File: src/include/pktgen_macros.svh
// --------------------
// Register map, reset seeds, length limits and data pattern constants
// for the test packet generator. Included by the RTL that needs them.
// --------------------
`ifndef PKTGEN_MACROS_SVH
`define PKTGEN_MACROS_SVH

// Register addresses
`define PKTGEN_ADDR_NUMPKTS     8'h00
`define PKTGEN_ADDR_RANDPAYLOAD 8'h02
`define PKTGEN_ADDR_START       8'h03
`define PKTGEN_ADDR_STOP        8'h04
`define PKTGEN_ADDR_MACSA0      8'h05
`define PKTGEN_ADDR_MACSA1      8'h06
`define PKTGEN_ADDR_MACDA0      8'h07
`define PKTGEN_ADDR_MACDA1      8'h08
`define PKTGEN_ADDR_TXPKTCNT    8'h09
`define PKTGEN_ADDR_SEED0       8'h0A
`define PKTGEN_ADDR_SEED1       8'h0B
`define PKTGEN_ADDR_SEED2       8'h0C
`define PKTGEN_ADDR_PKTLEN      8'h0D

// Nonzero seeds so the PRBS runs without programming
`define PKTGEN_SEED0_RST 32'h5EED_0000
`define PKTGEN_SEED1_RST 32'h5EED_0001
`define PKTGEN_SEED2_RST 32'h0002_5EED

`define PKTGEN_HDR_BYTES 14'd20   // Bytes taken off the programmed length
`define PKTGEN_MAX_LEN   14'd9600 // Length clamp
`define PKTGEN_SEQ_BYTES 16'd2    // Sequence number counted in length field

// Incrementing byte pattern
`define PKTGEN_INC_FIRST 64'h0001_0203_0405_0607
`define PKTGEN_INC_STEP  64'h0808_0808_0808_0808
`define PKTGEN_INC_LAST  64'hF8F9_FAFB_FCFD_FEFF

`endif
File: src/hdl/pktgen_pkg.sv
// --------------------
// Types shared by the packet generator stages. Imported by each
// stage and by the top level.
// --------------------
package pktgen_pkg;

   typedef logic [7:0]  csr_addr_t;  // Register address
   typedef logic [31:0] csr_data_t;  // Register data
   typedef logic [63:0] word_t;      // One stream beat
   typedef logic [2:0]  empty_t;     // Unused bytes in last beat
   typedef logic [47:0] mac_addr_t;
   typedef logic [13:0] pkt_len_t;
   typedef logic [15:0] seq_num_t;
   typedef logic [91:0] prbs_seed_t; // Four 23-bit lanes, lane 0 at the bottom

   // Sequencer states
   typedef enum logic [2:0] {
      IDLE,
      HDR0,   // DA and upper SA
      HDR1,   // Lower SA, length, sequence
      DATA,
      GAP     // One cycle between packets
   } seq_state_t;

   // Static configuration out of the register block
   typedef struct packed {
      mac_addr_t  da;
      mac_addr_t  sa;
      csr_data_t  num_packets;
      pkt_len_t   pkt_len;
      logic       random_payload;
      prbs_seed_t seed;
   } gen_cfg_t;

   // One beat command from sequencer to output stage
   typedef struct packed {
      word_t  hdr_word;  // Used when is_data is low
      logic   is_data;   // Fill from the payload pattern
      logic   sop;
      logic   eop;
      empty_t empty;
      logic   run_first; // First beat after a start
   } beat_cmd_t;

endpackage

File: src/hdl/pktgen_top.sv
// --------------------
// Test packet generator top level. Register port in, 64-bit
// valid/ready packet stream out.
// --------------------
module pktgen_top (
   input  logic                  clk,
   input  logic                  reset,
   // Register port
   input  pktgen_pkg::csr_addr_t address,
   input  logic                  write,
   input  logic                  read,
   input  pktgen_pkg::csr_data_t writedata,
   output pktgen_pkg::csr_data_t readdata,
   // Stream port
   input  logic                  tx_ready,
   output pktgen_pkg::word_t     tx_data,
   output logic                  tx_valid,
   output logic                  tx_sop,
   output logic                  tx_eop,
   output pktgen_pkg::empty_t    tx_empty
);

   import pktgen_pkg::*;

   gen_cfg_t  cfg;
   beat_cmd_t cmd;
   logic      cmd_valid;
   logic      cmd_ready;
   logic      start;
   logic      stop;
   logic      pkt_done;

   pktgen_csr i_csr (
      .clk       (clk),
      .reset     (reset),
      .address   (address),
      .write     (write),
      .read      (read),
      .writedata (writedata),
      .readdata  (readdata),
      .pkt_done  (pkt_done),
      .cfg       (cfg),
      .start     (start),
      .stop      (stop)
   );

   pktgen_sequencer i_sequencer (
      .clk       (clk),
      .reset     (reset),
      .start     (start),
      .stop      (stop),
      .cfg       (cfg),
      .cmd       (cmd),
      .cmd_valid (cmd_valid),
      .cmd_ready (cmd_ready)
   );

   pktgen_payload i_payload (
      .clk       (clk),
      .reset     (reset),
      .cfg       (cfg),
      .cmd       (cmd),
      .cmd_valid (cmd_valid),
      .cmd_ready (cmd_ready),
      .tx_ready  (tx_ready),
      .tx_data   (tx_data),
      .tx_valid  (tx_valid),
      .tx_sop    (tx_sop),
      .tx_eop    (tx_eop),
      .tx_empty  (tx_empty),
      .pkt_done  (pkt_done)
   );

endmodule

File: src/hdl/pktgen_payload.sv
// --------------------
// Output stage. Registers each beat command onto the stream port,
// filling data beats from the incrementing or PRBS23 pattern.
// --------------------
`include "pktgen_macros.svh"

module pktgen_payload (
   input  logic                  clk,
   input  logic                  reset,
   input  pktgen_pkg::gen_cfg_t  cfg,
   input  pktgen_pkg::beat_cmd_t cmd,
   input  logic                  cmd_valid,
   output logic                  cmd_ready,
   input  logic                  tx_ready,
   output pktgen_pkg::word_t     tx_data,
   output logic                  tx_valid,
   output logic                  tx_sop,
   output logic                  tx_eop,
   output pktgen_pkg::empty_t    tx_empty,
   output logic                  pkt_done
);

   import pktgen_pkg::*;

   logic       cmd_move;
   word_t      inc_word;   // Incrementing pattern
   prbs_seed_t lanes;      // Four PRBS23 lanes
   prbs_seed_t lanes_nxt;

   // x^23 + x^18 + 1, advanced 23 steps at once
   function automatic logic [22:0] prbs23_adv(input logic [22:0] lane);
      logic [22:0] s;
      s = lane;
      for (int k = 0; k < 23; k++) begin
         s = {s[18] ^ s[0], s[22:1]};
      end
      return s;
   endfunction

   always_comb begin
      for (int i = 0; i < 4; i++) begin
         lanes_nxt[23*i +: 23] = prbs23_adv(lanes[23*i +: 23]);
      end
   end

   assign cmd_ready = !tx_valid || tx_ready;   // Output register empty or draining
   assign cmd_move  = cmd_valid && cmd_ready;
   assign pkt_done  = tx_valid && tx_ready && tx_eop;

   // --------------------
   // Stream control
   // --------------------
   always_ff @(posedge clk or posedge reset) begin
      if (reset) begin
         tx_valid <= 1'b0;
         tx_sop   <= 1'b0;
         tx_eop   <= 1'b0;
         tx_empty <= '0;
      end else if (cmd_move) begin
         tx_valid <= 1'b1;
         tx_sop   <= cmd.sop;
         tx_eop   <= cmd.eop;
         tx_empty <= cmd.empty;
      end else if (tx_ready) begin
         tx_valid <= 1'b0;                        // Beat taken, nothing behind it
         tx_sop   <= 1'b0;
         tx_eop   <= 1'b0;
         tx_empty <= '0;
      end
   end

   // Beat data, header words pass straight through
   always_ff @(posedge clk) begin
      if (cmd_move) begin
         if (!cmd.is_data)
            tx_data <= cmd.hdr_word;
         else if (cfg.random_payload)
            tx_data <= lanes[63:0];                // Lane 0 in the low bits
         else
            tx_data <= inc_word;
      end
   end

   // --------------------
   // Pattern state
   // --------------------
   always_ff @(posedge clk) begin
      if (cmd_move && cmd.run_first) begin
         inc_word <= `PKTGEN_INC_FIRST;            // Fresh pattern each run
         lanes    <= cfg.seed;
      end else if (cmd_move && cmd.is_data) begin
         if (cfg.random_payload)
            lanes <= lanes_nxt;
         else if (inc_word == `PKTGEN_INC_LAST)
            inc_word <= `PKTGEN_INC_FIRST;         // Wrap after FF byte
         else
            inc_word <= inc_word + `PKTGEN_INC_STEP;
      end
   end

endmodule

File: src/hdl/pktgen_sequencer.sv
// --------------------
// Packet sequencer. Walks the header and data beats of each packet
// and hands one beat command per cycle to the output stage.
// --------------------
`include "pktgen_macros.svh"

module pktgen_sequencer (
   input  logic                  clk,
   input  logic                  reset,
   input  logic                  start,
   input  logic                  stop,
   input  pktgen_pkg::gen_cfg_t  cfg,
   output pktgen_pkg::beat_cmd_t cmd,
   output logic                  cmd_valid,
   input  logic                  cmd_ready
);

   import pktgen_pkg::*;

   seq_state_t  state;
   beat_cmd_t   cmd_nxt;
   logic        advance;     // Command slot free or emptying
   logic        load;
   logic        last_beat;
   logic        run_first;
   pkt_len_t    len_clamp;
   pkt_len_t    p_calc;      // Payload bytes from programmed length
   pkt_len_t    pay_len;     // P of the current packet
   pkt_len_t    rem_bytes;   // Payload bytes still to issue
   seq_num_t    seq_num;
   csr_data_t   pkt_cnt;     // Packets issued this run
   logic [15:0] len_field;
   empty_t      last_empty;

   // --------------------
   // Payload length
   // --------------------
   always_comb begin
      len_clamp = (cfg.pkt_len > `PKTGEN_MAX_LEN) ? `PKTGEN_MAX_LEN : cfg.pkt_len;
      p_calc    = (cfg.pkt_len < `PKTGEN_HDR_BYTES) ? '0 : len_clamp - `PKTGEN_HDR_BYTES;
   end

   assign len_field  = 16'(pay_len) + `PKTGEN_SEQ_BYTES;
   assign last_empty = 3'd0 - pay_len[2:0];        // (8 - P mod 8) mod 8
   assign last_beat  = (rem_bytes <= 14'd8);
   assign advance    = !cmd_valid || cmd_ready;
   assign load       = advance && (state == HDR0 || state == HDR1 || state == DATA);

   // Next beat command
   always_comb begin
      cmd_nxt = '0;
      case (state)
         HDR0: begin
            cmd_nxt.hdr_word  = {cfg.da, cfg.sa[47:32]};
            cmd_nxt.sop       = 1'b1;
            cmd_nxt.run_first = run_first;
         end
         HDR1: begin
            cmd_nxt.hdr_word = {cfg.sa[31:0], len_field, seq_num};
            cmd_nxt.eop      = (pay_len == '0);     // Header only packet
         end
         DATA: begin
            cmd_nxt.is_data = 1'b1;
            cmd_nxt.eop     = last_beat;
            cmd_nxt.empty   = last_beat ? last_empty : 3'd0;
         end
         default: ;
      endcase
   end

   // Command register holds until the output stage takes it
   always_ff @(posedge clk) begin
      if (load)
         cmd <= cmd_nxt;
   end

   // --------------------
   // FSM
   // --------------------
   always_ff @(posedge clk or posedge reset) begin
      if (reset) begin
         state     <= IDLE;
         cmd_valid <= 1'b0;
         run_first <= 1'b0;
         pay_len   <= '0;
         rem_bytes <= '0;
         seq_num   <= '0;
         pkt_cnt   <= '0;
      end else begin
         case (state)
            IDLE: begin
               if (advance) cmd_valid <= 1'b0;     // Last beat of previous run taken
               if (start && cfg.num_packets != '0) begin
                  state     <= HDR0;
                  run_first <= 1'b1;
                  seq_num   <= '0;
                  pkt_cnt   <= '0;
               end
            end
            HDR0: if (advance) begin
               cmd_valid <= 1'b1;
               run_first <= 1'b0;
               pay_len   <= p_calc;                // Length sampled per packet
               rem_bytes <= p_calc;
               pkt_cnt   <= pkt_cnt + 32'd1;
               state     <= HDR1;
            end
            HDR1: if (advance) begin
               cmd_valid <= 1'b1;
               state     <= (pay_len == '0) ? GAP : DATA;
            end
            DATA: if (advance) begin
               cmd_valid <= 1'b1;
               rem_bytes <= last_beat ? '0 : rem_bytes - 14'd8;
               state     <= last_beat ? GAP : DATA;
            end
            GAP: begin
               if (advance) cmd_valid <= 1'b0;
               seq_num <= seq_num + 16'd1;
               state   <= (stop || pkt_cnt >= cfg.num_packets) ? IDLE : HDR0;
            end
            default: state <= IDLE;
         endcase
      end
   end

endmodule

File: src/hdl/pktgen_csr.sv
// --------------------
// Register block of the packet generator. Holds the configuration,
// makes the start pulse and counts packets sent since the last start.
// --------------------
`include "pktgen_macros.svh"

module pktgen_csr (
   input  logic                  clk,
   input  logic                  reset,
   input  pktgen_pkg::csr_addr_t address,
   input  logic                  write,
   input  logic                  read,
   input  pktgen_pkg::csr_data_t writedata,
   output pktgen_pkg::csr_data_t readdata,
   input  logic                  pkt_done,  // Eop beat went out
   output pktgen_pkg::gen_cfg_t  cfg,
   output logic                  start,     // One cycle pulse
   output logic                  stop       // Level
);

   import pktgen_pkg::*;

   csr_data_t   num_packets;
   logic        random_payload;
   csr_data_t   sa0;
   logic [15:0] sa1;
   csr_data_t   da0;
   logic [15:0] da1;
   csr_data_t   seed0;
   csr_data_t   seed1;
   logic [27:0] seed2;       // Only 28 bits of the 92-bit seed live here
   pkt_len_t    pkt_len;
   csr_data_t   tx_pkt_cnt;

   // --------------------
   // Writable registers
   // --------------------
   always_ff @(posedge clk or posedge reset) begin
      if (reset) begin
         num_packets    <= '0;
         random_payload <= 1'b0;
         stop           <= 1'b0;
         sa0            <= '0;
         sa1            <= '0;
         da0            <= '0;
         da1            <= '0;
         seed0          <= `PKTGEN_SEED0_RST;
         seed1          <= `PKTGEN_SEED1_RST;
         seed2          <= 28'(`PKTGEN_SEED2_RST);
         pkt_len        <= '0;
      end else if (write) begin
         case (address)
            `PKTGEN_ADDR_NUMPKTS:     num_packets    <= writedata;
            `PKTGEN_ADDR_RANDPAYLOAD: random_payload <= writedata[0];
            `PKTGEN_ADDR_STOP:        stop           <= writedata[0];
            `PKTGEN_ADDR_MACSA0:      sa0            <= writedata;
            `PKTGEN_ADDR_MACSA1:      sa1            <= writedata[15:0];
            `PKTGEN_ADDR_MACDA0:      da0            <= writedata;
            `PKTGEN_ADDR_MACDA1:      da1            <= writedata[15:0];
            `PKTGEN_ADDR_SEED0:       seed0          <= writedata;
            `PKTGEN_ADDR_SEED1:       seed1          <= writedata;
            `PKTGEN_ADDR_SEED2:       seed2          <= writedata[27:0];
            `PKTGEN_ADDR_PKTLEN:      pkt_len        <= writedata[13:0];
            default: ;                // Read-only or unmapped
         endcase
      end
   end

   // Start self-clears after one cycle
   always_ff @(posedge clk or posedge reset) begin
      if (reset)
         start <= 1'b0;
      else
         start <= write && (address == `PKTGEN_ADDR_START) && writedata[0];
   end

   // Sent packets since last start
   always_ff @(posedge clk or posedge reset) begin
      if (reset)
         tx_pkt_cnt <= '0;
      else if (start)
         tx_pkt_cnt <= '0;
      else if (pkt_done)
         tx_pkt_cnt <= tx_pkt_cnt + 32'd1;
   end

   // --------------------
   // Read-back, valid the cycle after read
   // --------------------
   always_ff @(posedge clk or posedge reset) begin
      if (reset) begin
         readdata <= '0;
      end else if (read) begin
         case (address)
            `PKTGEN_ADDR_NUMPKTS:     readdata <= num_packets;
            `PKTGEN_ADDR_RANDPAYLOAD: readdata <= {31'd0, random_payload};
            `PKTGEN_ADDR_START:       readdata <= {31'd0, start};
            `PKTGEN_ADDR_STOP:        readdata <= {31'd0, stop};
            `PKTGEN_ADDR_MACSA0:      readdata <= sa0;
            `PKTGEN_ADDR_MACSA1:      readdata <= {16'd0, sa1};
            `PKTGEN_ADDR_MACDA0:      readdata <= da0;
            `PKTGEN_ADDR_MACDA1:      readdata <= {16'd0, da1};
            `PKTGEN_ADDR_TXPKTCNT:    readdata <= tx_pkt_cnt;
            `PKTGEN_ADDR_SEED0:       readdata <= seed0;
            `PKTGEN_ADDR_SEED1:       readdata <= seed1;
            `PKTGEN_ADDR_SEED2:       readdata <= {4'd0, seed2};
            `PKTGEN_ADDR_PKTLEN:      readdata <= {18'd0, pkt_len};
            default:                  readdata <= '0;
         endcase
      end
   end

   // Configuration bundle for the datapath
   always_comb begin
      cfg.da             = {da1, da0};
      cfg.sa             = {sa1, sa0};
      cfg.num_packets    = num_packets;
      cfg.pkt_len        = pkt_len;
      cfg.random_payload = random_payload;
      cfg.seed           = {seed2, seed1, seed0};
   end

endmodule

File: config.mk
export PLATFORM = sky130hd
export DESIGN_NAME = pktgen_top
export DESIGN_NICKNAME = d
export VERILOG_FILES = /design/src/hdl/pktgen_pkg.sv /design/src/hdl/pktgen_top.sv /design/src/hdl/pktgen_payload.sv /design/src/hdl/pktgen_sequencer.sv /design/src/hdl/pktgen_csr.sv
export VERILOG_INCLUDE_DIRS = /design/src /design/src/include
export SDC_FILE = /design/constraint.sdc
export NUM_CORES = 1
export LEC_CHECK = 0
export ABC_CLOCK_PERIOD_IN_PS = 13200
export BUFFER_PORTS_ARGS = -buffer_cell sky130_fd_sc_hd__buf_2
export CAP_MARGIN = 20
export CORE_MARGIN = 4
export CORE_UTILIZATION = 30
export DETAILED_ROUTE_END_ITERATION = 8
export GPL_TIMING_DRIVEN = 0
export PLACE_DENSITY_LB_ADDON = 0.12
export SETUP_SLACK_MARGIN = 0.5
export SLEW_MARGIN = 20
export SYNTH_ARGS = -nofsm -noshare
export SYNTH_HDL_FRONTEND = slang
export SYNTH_SLANG_ARGS = --single-unit
File: constraint.sdc
create_clock -name clk -period 13.2 [get_ports clk]
set_input_delay 2.64 -clock clk [delete_from_list [all_inputs] [get_ports clk]]
set_output_delay 2.64 -clock clk [all_outputs]
set_load 0.005 [all_outputs]
# Word-level counts from Yosys, hierarchy flattened
# Index checks and enable logic that the tools add are counted.
word_totals:
  reg_bits: 679
  latch_bits: 0
  mem_bits_rw: 0
  mem_bits_ro: 0
  input_bits: 45
  out_inout_bits: 102
  word_cells: 255
  n_memories: 0
op_classes:
  add_sub_neg: 8
  multipliers: 0
  div_mod_pow: 0
  magnitude_cmp: 4
  eq_ne: 23
  shifts: 0
  mux: 43
  bitwise_logic: 93
  reduce_logical: 50
ops:
  columns: ["operator", "n"]
  rows:
  - ["one-hot mux 32 bit (13 select lines)", 1]
  - ["two-way mux 92 bit", 3]
  - ["two-way mux 64 bit", 3]
  - ["two-way mux 32 bit", 4]
  - ["one-hot mux 64 bit (2 select lines)", 1]
  - ["XOR 1 bit", 92]
  - ["two-way mux 14 bit", 5]
  - ["adder 32 x 1 -> 32 bit (second input constant)", 2]
  - ["adder 64 x 60 -> 64 bit (second input constant)", 1]
  - ["equality test 64 bit (second input constant)", 1]
  - ["one-hot mux 32 bit (2 select lines)", 1]
  - ["equality test 8 x 4 -> 1 bit (second input constant)", 6]
  - ["equality test 8 x 3 -> 1 bit (second input constant)", 4]
  - [">= comparator 32 bit", 1]
  - ["one-hot mux 16 bit (2 select lines)", 1]
  - ["AND reduction 2 bit", 16]
  - ["nonzero test 32 bit", 1]
  - ["one-hot mux 14 bit (2 select lines)", 1]
  - ["two-way mux 3 bit", 8]
  - ["adder 16 x 1 -> 16 bit (second input constant)", 1]
  - ["equality test 8 x 2 -> 1 bit (second input constant)", 2]
  - ["two-way mux 16 bit", 1]
  - ["nonzero test 2 bit", 8]
  - ["adder 14 x 2 -> 15 bit (second input constant)", 1]
  - ["24 further kinds", 56]

# Depth between registers and ports, before layout
# Gate-level depths: netlist (run 1).
depth:
  ltp_word: 8
  mapped_depth: 12
  mapped_depth_nobuf: 11

# Modules after synthesis
# From an unflattened synthesis (run 1), not the netlist that was laid out.
unflattened:
  cells_unflattened: 2951
  hier_area_um2: 32690.1
modules_own_cells:
  columns: ["module", "n_inst", "cells_each", "area_per_inst_um2", "seq_area_each_um2"]
  rows:
  - ["pktgen_csr", 1, 1098, 14027.2, 7576.0]
  - ["pktgen_payload", 1, 1049, 10476.3, 5385.2]
  - ["pktgen_sequencer", 1, 804, 8186.6, 4159.0]

# Worst setup path before layout (run 1)
# No wires, ideal clock.
synth_timing:
  path_kind: "input port to flip-flop"
  start: "input port tx_ready"
  end: "register i_payload.lanes[0] (enable)"
  setup_ns: 0.504
  arrival_time_ns: 6.097
  required_ns: 12.696
  path_slack_ns: 6.599
  path_stages: 3
  path_buffers: 0
  cell_sequence: "nand2b_1 and2_1 nor2b_1"
synth_between:
  elab_chain_len: 5
  word_cells_on_any_way: 7
  classes_between: "reduce/logical: 7"
synth_rtl:
  columns: ["item", "line", "source"]
  rows:
  - ["from (decl)", "pktgen_top.sv:15", "input logic tx_ready,"]
  - ["logical OR 1 bit (*)", "pktgen_payload.sv:46", "assign cmd_ready = !tx_valid || tx_ready;"]
  - ["logical AND 1 bit (*)", "pktgen_payload.sv:47", "assign cmd_move = cmd_valid && cmd_ready;"]
  - ["logical AND 1 bit (on tied branches)", "pktgen_payload.sv:91, pktgen_payload.sv:88", null]
  - ["nonzero test 2 bit (no line)", null, null]
  - ["AND reduction 2 bit (no line) (*)", null, null]
  - ["to (signal assigned)", "pktgen_payload.sv:90", "lanes <= cfg.seed;"]
  - ["to (signal assigned)", "pktgen_payload.sv:93", "lanes <= lanes_nxt;"]
  - ["to (decl)", "pktgen_payload.sv:27", "prbs_seed_t lanes;"]
# Every way passes the cells marked *; elsewhere a longest branch is shown, timed or not.
# A chain may end at the register's enable or synchronous reset.

# Worst setup path in the final report (run 1)
layout_timing:
  start: "input port address[5]"
  end: "register i_csr.readdata[18]"
layout_between:
  elab_chain_len: 2
  word_cells_on_any_way: 14
  classes_between: "eq/ne: 12; mux: 1; reduce/logical: 1"
layout_rtl:
  columns: ["item", "line", "source"]
  rows:
  - ["from (decl)", "pktgen_top.sv:9", "input pktgen_pkg::csr_addr_t address,"]
  - ["equality test 8 x 4 -> 1 bit (tied with other cells)", "pktgen_csr.sv:94", "case (address)"]
  - ["one-hot mux 32 bit (13 select lines) (*)", "pktgen_csr.sv:94", null]
  - ["to (signal assigned)", "pktgen_csr.sv:95", "`PKTGEN_ADDR_NUMPKTS: readdata <= num_packets;"]
  - ["to (signal assigned)", "pktgen_csr.sv:96", "`PKTGEN_ADDR_RANDPAYLOAD: readdata <= {31'd0, random_payload};"]
  - ["to (signal assigned)", "pktgen_csr.sv:97", "`PKTGEN_ADDR_START: readdata <= {31'd0, start};"]
  - ["to (decl)", "pktgen_csr.sv:14", "output pktgen_pkg::csr_data_t readdata,"]
# Marks and branches as above.

==> flow_summary.ini, run 1 <==
[run_status]
status = completed

[clock_network]
hold_buffers = 0
cts.repair.resized = 0
post_cts_buffers = 0
cts_tree = yes
cts_buffer_depth = 3
clockRootBuffer = clkbuf_16
clk_latency_ns = 0.66
clkSlewWorstSetupHoldPaths_ns = 0.06
cts_sinks = 654
cts_htree_levels = 3
numCtsBuffers = 79

[placed_design]
dp_cells = 4407
dp_slack_ns = 7.01
port_buffers = 145
place_congestion = 0.936
dp.final_hpwl_um = 101000
place_area_mm2 = 0.0349

[final_layout]
register_area_mm2 = 0.0171
fin_cells = 4559
nets = 3182
area_growth_pct = 17.4
fin_area_mm2 = 0.0376
num-fill-cells = 10500
multi_input_area_mm2 = 0.0140
drive_gt1_frac = 0.212

[power]
p_leak_nw = 16.0
switching_share = 0.320
total_power_mw = 6.42
power_frac_clock = 0.354
switchingPower_mw = 2.06
peakVddDrop_v = 0.0000908
pwr-share-comb = 0.217
p_per_area_mw_per_mm2 = 171
internal_power_mw = 4.37
seqPwrFrac = 0.428

[drt]
first_pass_iters = 5
drt_iter0_drc = 2148
vias = 24500
route.antenna.remaining_nets = 0
viasPerCell = 5.37
wl_um = 129000
wire_per_inst_um = 28.4
drc = 0

[worst_setup_path]
critical_path_class = in -> reg
cp.arrival_ns = 6.16
end_kind = register
r2r_setup_slack_ns = 9.89
ff2ff_path_depth = 5
critPathMaxFanout = 10
startpoint_type = input port
cp.required_ns = 13.79

[timing]
slew_headroom = 0.229
maxSlewViolCount = 0
fin_ws_ns = 7.63
period_share = 0.422
worst_slew_pin_slew_ns = 1.16
rsz0062_at_grt = no
timing.fmax_mhz = 180
setup_viol = 0
hold_violations = 0
min_period_ns = 5.57
finClkSkew_ns = 0.0199
tns_ns = 0

[synth]
ys_warn_count = 0
synth_edf_count = 204
yosysMostFrequentCell = dfrtp_1
synth_top_area_share = 0.275
yosysUniqueCellTypes = 88
syn-num-nets = 2938
synth-seq-area-share = 0.534
synthFlopType = dfrtp_1
yosys-top-cells-count = dfrtp_1, nor2_1, mux2_2, edfxtp_1, nand2_1
synthArstFlopShare = 0.593
synth_seq_cells = 654
syn_area_per_cell_um2 = 11.2
syn_inst = 2853
syn-cell-area_mm2 = 0.0321
synth_area_leaders = dfrtp_1, edfxtp_1, mux2_2
synth_area_leader_cell = dfrtp_1

[grt]
grt_use_total = 0.227
grt_start_max_net_pins = 49
grt_pass1_vias = 24300
antenna_found_initial = 8
grt_overflow = 0
grt_first_pass_wirelength_um = 184000

[floorplanning]
initial_core_util = 0.303
pin_count = 147
fp-row-count = 119
dieArea_mm2 = 0.112
die_h_um = 335
core_area_mm2 = 0.106
die_w_um = 335

[min_path]
hold_depth = 2
worstHoldPathType = reg -> reg

[flow_run]
drv_cap = 0
-- metrics by stage --
step,util,hold WS [ns]
4_1_cts,0.356,0.464
5_1_grt,0.356,0.477
2_1_floorplan,-,0.419
3_5_place_dp,0.331,0.446
6_report,0.356,0.458
3_3_place_gp,0.327,0.452
-- power groups by stage --
stage	combinational, mW	clock (mW)	sequential (mW)
after floorplan	0.870	0	2.69
after global placement	1.35	0	2.80
after detailed placement	1.40	0	2.79
after CTS	1.41	2.33	2.75
after global routing	1.53	2.41	2.78
final	1.40	2.28	2.75
-- placed cells by master (no fill, tap or decap), types with 22 or more instances in the layout --
master | synthesis | layout
a22o_1 | 70 | 70
a21oi_1 | 150 | 150
dfxtp_1 | 62 | 62
clkbuf_1 | 77 | 103
mux2i_1 | 86 | 86
dfrtp_1 | 353 | 353
mux2_2 | 247 | 247
and3_1 | 37 | 37
nor2_1 | 277 | 277
buf_2 | 50 | 195
xnor2_1 | 78 | 78
a22oi_1 | 57 | 57
nor3_1 | 36 | 36
edfxtp_1 | 204 | 204
ha_1 | 40 | 40
nand4_1 | 48 | 48
inv_1 | 57 | 55
and2_1 | 28 | 28
mux2_1 | 22 | 22
xor2_1 | 102 | 102
nand3_1 | 97 | 97
dfstp_2 | 35 | 35
o21ai_0 | 106 | 106
nor4_1 | 24 | 24
clkbuf_16 | 0 | 81
nand2_1 | 177 | 177
-- final cells by class --
| class | instances | share of cell area |
|---|---|---|
| flip-flops and latches | 654 | 0.455 |
| multi-input cells | 1985 | 0.372 |
| clock buffers | 117 | 0.0598 |
| well taps | 1391 | 0.0462 |
| repair buffers | 163 | 0.0293 |
| plain buffers | 157 | 0.0200 |
| clock inverters | 29 | 0.0117 |
| inverters | 57 | 0.00585 |
| diodes | 6 | 0.000399 |
-- registers in the layout, indices dropped and copies added (netlist names), 16 cells and up --
name	flops
i_sequencer.cmd	71
i_payload.lanes	69
i_payload.tx_data	64
i_payload.inc_word	62
i_csr.da0	32
i_csr.num_packets	32
i_csr.readdata	32
i_csr.sa0	32
i_csr.seed0	32
i_csr.seed1	32
i_csr.tx_pkt_cnt	32
i_sequencer.pkt_cnt	32
i_csr.seed2	28
i_csr.da1	16
i_csr.sa1	16
i_sequencer.seq_num	16
-- logic make-up (layout without fill, tap and decap cells) --
| group | Yosys count | in the layout | share of synthesized area |
|---|---|---|---|
| compound gates | 540 | 540 | 0.112 |
| xor+xnor | 180 | 180 | 0.0491 |
| fa+ha+maj | 40 | 40 | 0.0156 |
| buf+inv | 214 | 523 | 0.0300 |
| flops | 654 | 654 | 0.534 |
| mux | 357 | 357 | 0.123 |
| other cells | 0 | 6 | 0 |
| simple gates | 868 | 868 | 0.137 |
-- critical path, stage by stage --
cell      delay, ns
buf_2          0.12
nor4_4         0.74
nand3_1        0.21
nor2_2         0.78
clkbuf_1       0.88
a22oi_1        0.37
nand3_1        0.26
a22o_1         0.15
-- metal layers --
| metal | global-route usage | share of wire |
|---|---|---|
| met5 | 0 | 0 |
| met4 | 0.0508 | 0.024 |
| met3 | 0.0302 | 0.046 |
| met2 | 0.385 | 0.48 |
| met1 | 0.310 | 0.45 |
-- worst paths after layout --
check                                                 start                                   end
min                            i_sequencer.cmd[4]$_DFFE_PP_          i_payload.tx_eop$_DFFE_PP0P_
max reg2reg                i_sequencer.state[0]$_DFFE_PP0P_         i_sequencer.cmd[26]$_DFFE_PP_
min in group asynchronous                             reset  i_sequencer.rem_bytes[8]$_DFFE_PP0P_
max in group asynchronous                             reset           i_csr.seed2[17]$_DFFE_PP1P_
min reg2reg                    i_sequencer.cmd[4]$_DFFE_PP_          i_payload.tx_eop$_DFFE_PP0P_
max                                              address[5]        i_csr.readdata[18]$_DFFE_PP0P_
Power figures use the tool's default switching activity.
==> run 2, diff against run 1 <==
--- a/config.mk
+++ b/config.mk
@@ -6,7 +6,8 @@
 export SDC_FILE = /design/constraint.sdc
 export NUM_CORES = 1
 export LEC_CHECK = 0
-export ABC_CLOCK_PERIOD_IN_PS = 13200
+export ABC_AREA = 1
+export ABC_CLOCK_PERIOD_IN_PS = 5800
 export BUFFER_PORTS_ARGS = -buffer_cell sky130_fd_sc_hd__buf_2
 export CAP_MARGIN = 20
 export CORE_MARGIN = 4
==> constraint.sdc (replaced) <==
create_clock -name clk -period 5.8 [get_ports clk]
set_input_delay 1.16 -clock clk [delete_from_list [all_inputs] [get_ports clk]]
set_output_delay 1.16 -clock clk [all_outputs]
set_load 0.005 [all_outputs]
==> run 2 against run 1 <==
Effect of this change: final cell count rose by 29%; sequential power grew 150%; clock-buffer cell count is 4 higher; sequential cell count did not move; via count increased by 23%; area after synthesis grew 3.5%; first-iteration DRC count is 31% higher; combinational power rose to 3.3 times the previous value; synthesized cell count is 43% higher; utilization hardly changed; worst hold slack better by 0.0018 ns; die area increased by 3.4%; critical path type unchanged; critical endpoint is now i_payload.lanes[60]$_DFFE_PP_; largest cell class unchanged.
==> flow_summary.ini, run 2 <==
[run_status]
status = completed

[clock_network]
numCtsBuffers = 82
cts_tree = yes
clkSlewWorstSetupHoldPaths_ns = 0.06
cts_buffer_depth = 3
clk_latency_ns = 0.67
cts_sinks = 654
hold_buffers = 0
clockRootBuffer = clkbuf_16
cts.repair.resized = 0
cts_htree_levels = 3
post_cts_buffers = 0

[final_layout]
num-fill-cells = 11700
largest_register_ffs = 71
area_growth_pct = 17.3
largestRegisters = i_sequencer.cmd (71), i_payload.lanes (69), i_payload.tx_data (64)
fin_area_mm2 = 0.0390
final_common_cell = nand2_1
layout_common_cells = nand2_1, o21ai_0, inv_1, nor2_1, dfrtp_1
nets = 4415
top_register = i_sequencer.cmd
drive_gt1_frac = 0.103

[drt]
vias = 30200
drt_iter0_drc = 2819
viasPerCell = 5.14
first_pass_iters = 6
wire_per_inst_um = 24.5
route.antenna.remaining_nets = 0
drc = 0
wl_um = 144000

[worst_setup_path]
end_kind = register
crit_path_frequent_cell = clkbuf_1
cp_slowest_stage_delay_ns = 0.90
crit_chain = buf_2 > nor2_2 > nor2_4 > buf_12 > nand2_1 > clkbuf_1 > clkbuf_1 > nand2_4 > buf_16
cp.depth = 9
startpoint_type = input port
crit_family = buffers and inverters
cp.arrival_ns = 3.87
critPathSlowestCell = clkbuf_1
r2r_setup_slack_ns = 2.54
cp.required_ns = 6.17
critPathMaxFanout = 49
path_buf_inv = 5
ff2ff_path_depth = 9
critical_path_class = in -> reg

[synth]
synth_top_area_share = 0.266
synth_area_leader_cell = dfrtp_1
syn_area_per_cell_um2 = 8.15
yosys-top-cells-count = nand2_1, o21ai_0, inv_1, nor2_1, dfrtp_1
yosysUniqueCellTypes = 58
ys_warn_count = 0
synth_area_leaders = dfrtp_1, edfxtp_1, nand2_1
synthFlopType = dfrtp_1
syn_inst = 4075
synth-seq-area-share = 0.516
synth_edf_count = 204
synthArstFlopShare = 0.593
syn-num-nets = 4160
synth_seq_cells = 654
syn-cell-area_mm2 = 0.0332
yosysMostFrequentCell = nand2_1

[grt]
antenna_found_initial = 5
grt_first_pass_wirelength_um = 209000
grt_pass1_vias = 29700
grt_use_total = 0.244
grt_start_max_net_pins = 50
grt_overflow = 0

[power]
total_power_mw = 16.6
peakVddDrop_v = 0.000208
p_per_area_mw_per_mm2 = 427
p_leak_nw = 16.0

[floorplanning]
pin_count = 147
dieArea_mm2 = 0.116
die_w_um = 341
initial_core_util = 0.304
fp-row-count = 121
die_h_um = 341
core_area_mm2 = 0.109

[timing]
setup_viol = 0
maxSlewViolCount = 0
rsz0062_at_grt = no
hold_violations = 0
timing.fmax_mhz = 286
slew_headroom = 0.233
tns_ns = 0
finClkSkew_ns = 0.0157
period_share = 0.603
worst_slew_pin_slew_ns = 1.15
min_period_ns = 3.50
hold_slack_ns = 0.460

[placed_design]
port_buffers = 146
place_congestion = 0.939
place_area_mm2 = 0.0363
dp.final_hpwl_um = 113000

[flow_run]
drv_cap = 0

[min_path]
hold_depth = 2
worstHoldPathType = reg -> reg
[run 2: changes by cell type in the layout (fill, tap and decap cells not counted), moves of 65 or more]
| cell | change |
|---|---|
| a22o_1 | -65 |
| inv_1 | +328 |
| mux2_2 | -247 |
| mux2i_1 | -85 |
| nand2_1 | +878 |
| nor2_1 | +80 |
| o21ai_0 | +466 |
[run 2: worst paths after layout]
kind / startpoint / to
worst max-delay path: tx_ready / i_payload.lanes[60]$_DFFE_PP_
worst min-delay path: i_sequencer.cmd[5]$_DFFE_PP_ / i_payload.tx_sop$_DFFE_PP0P_
worst max register to register: i_payload.tx_valid$_DFFE_PP0P_ / i_payload.lanes[60]$_DFFE_PP_
worst min register to register: i_sequencer.cmd[5]$_DFFE_PP_ / i_payload.tx_sop$_DFFE_PP0P_
max in group asynchronous: reset / i_sequencer.seq_num[8]$_DFFE_PP0P_
min in group asynchronous: reset / i_csr.tx_pkt_cnt[12]$_DFFE_PP0P_
[run 2: area by class of cell]
class | count | area [µm²] | share of cell area
well taps | 1476 | 1850 | 0.0474
plain buffers | 164 | 683 | 0.0175
clock inverters | 27 | 358 | 0.00919
flip-flops and latches | 654 | 17100 | 0.440
multi-input cells | 2841 | 13800 | 0.356
diodes | 2 | 5.00 | 0.000128
repair buffers | 171 | 1260 | 0.0322
clock buffers | 121 | 2270 | 0.0583
inverters | 416 | 1570 | 0.0402
[run 2: per-layer routing]
layer	routed length [µm]	up-vias	global-route usage	share of wire
met5	0	-	0	0
met3	6840	257	0.0294	0.048
met1	62800	14900	0.322	0.44
met4	6220	0	0.0928	0.043
met2	68100	942	0.409	0.47
li1	-	14200	-	-
[run 2: power by group]
group	switching [mW]	internal (mW)
registers	0.680	6.11
clock network	2.19	2.96
logic	3.28	1.39
[run 2: cells by family after synthesis]
kind of cell,count (synthesis),share of synthesized area
buf+inv,580,0.0676
flops,654,0.516
fa+ha+maj,40,0.0151
simple gates,1774,0.223
xor+xnor,103,0.0272
mux,1,0.000302
compound gates,923,0.151
[run 2: tightest hold or removal path: stages (launching register included)]
cell      delay (ns)
edfxtp_1        0.32
nand2_1         0.05
o21ai_0         0.06
[run 2: metrics by stage]
step           std cells  utilization  worst slack [ns]
2_1_floorplan       4075            -            -0.549
3_3_place_gp        5697        0.327             -3.66
3_5_place_dp        5722        0.332              1.65
4_1_cts             5870        0.356              2.35
5_1_grt             5870        0.356              2.18
6_report            5872        0.356              2.30
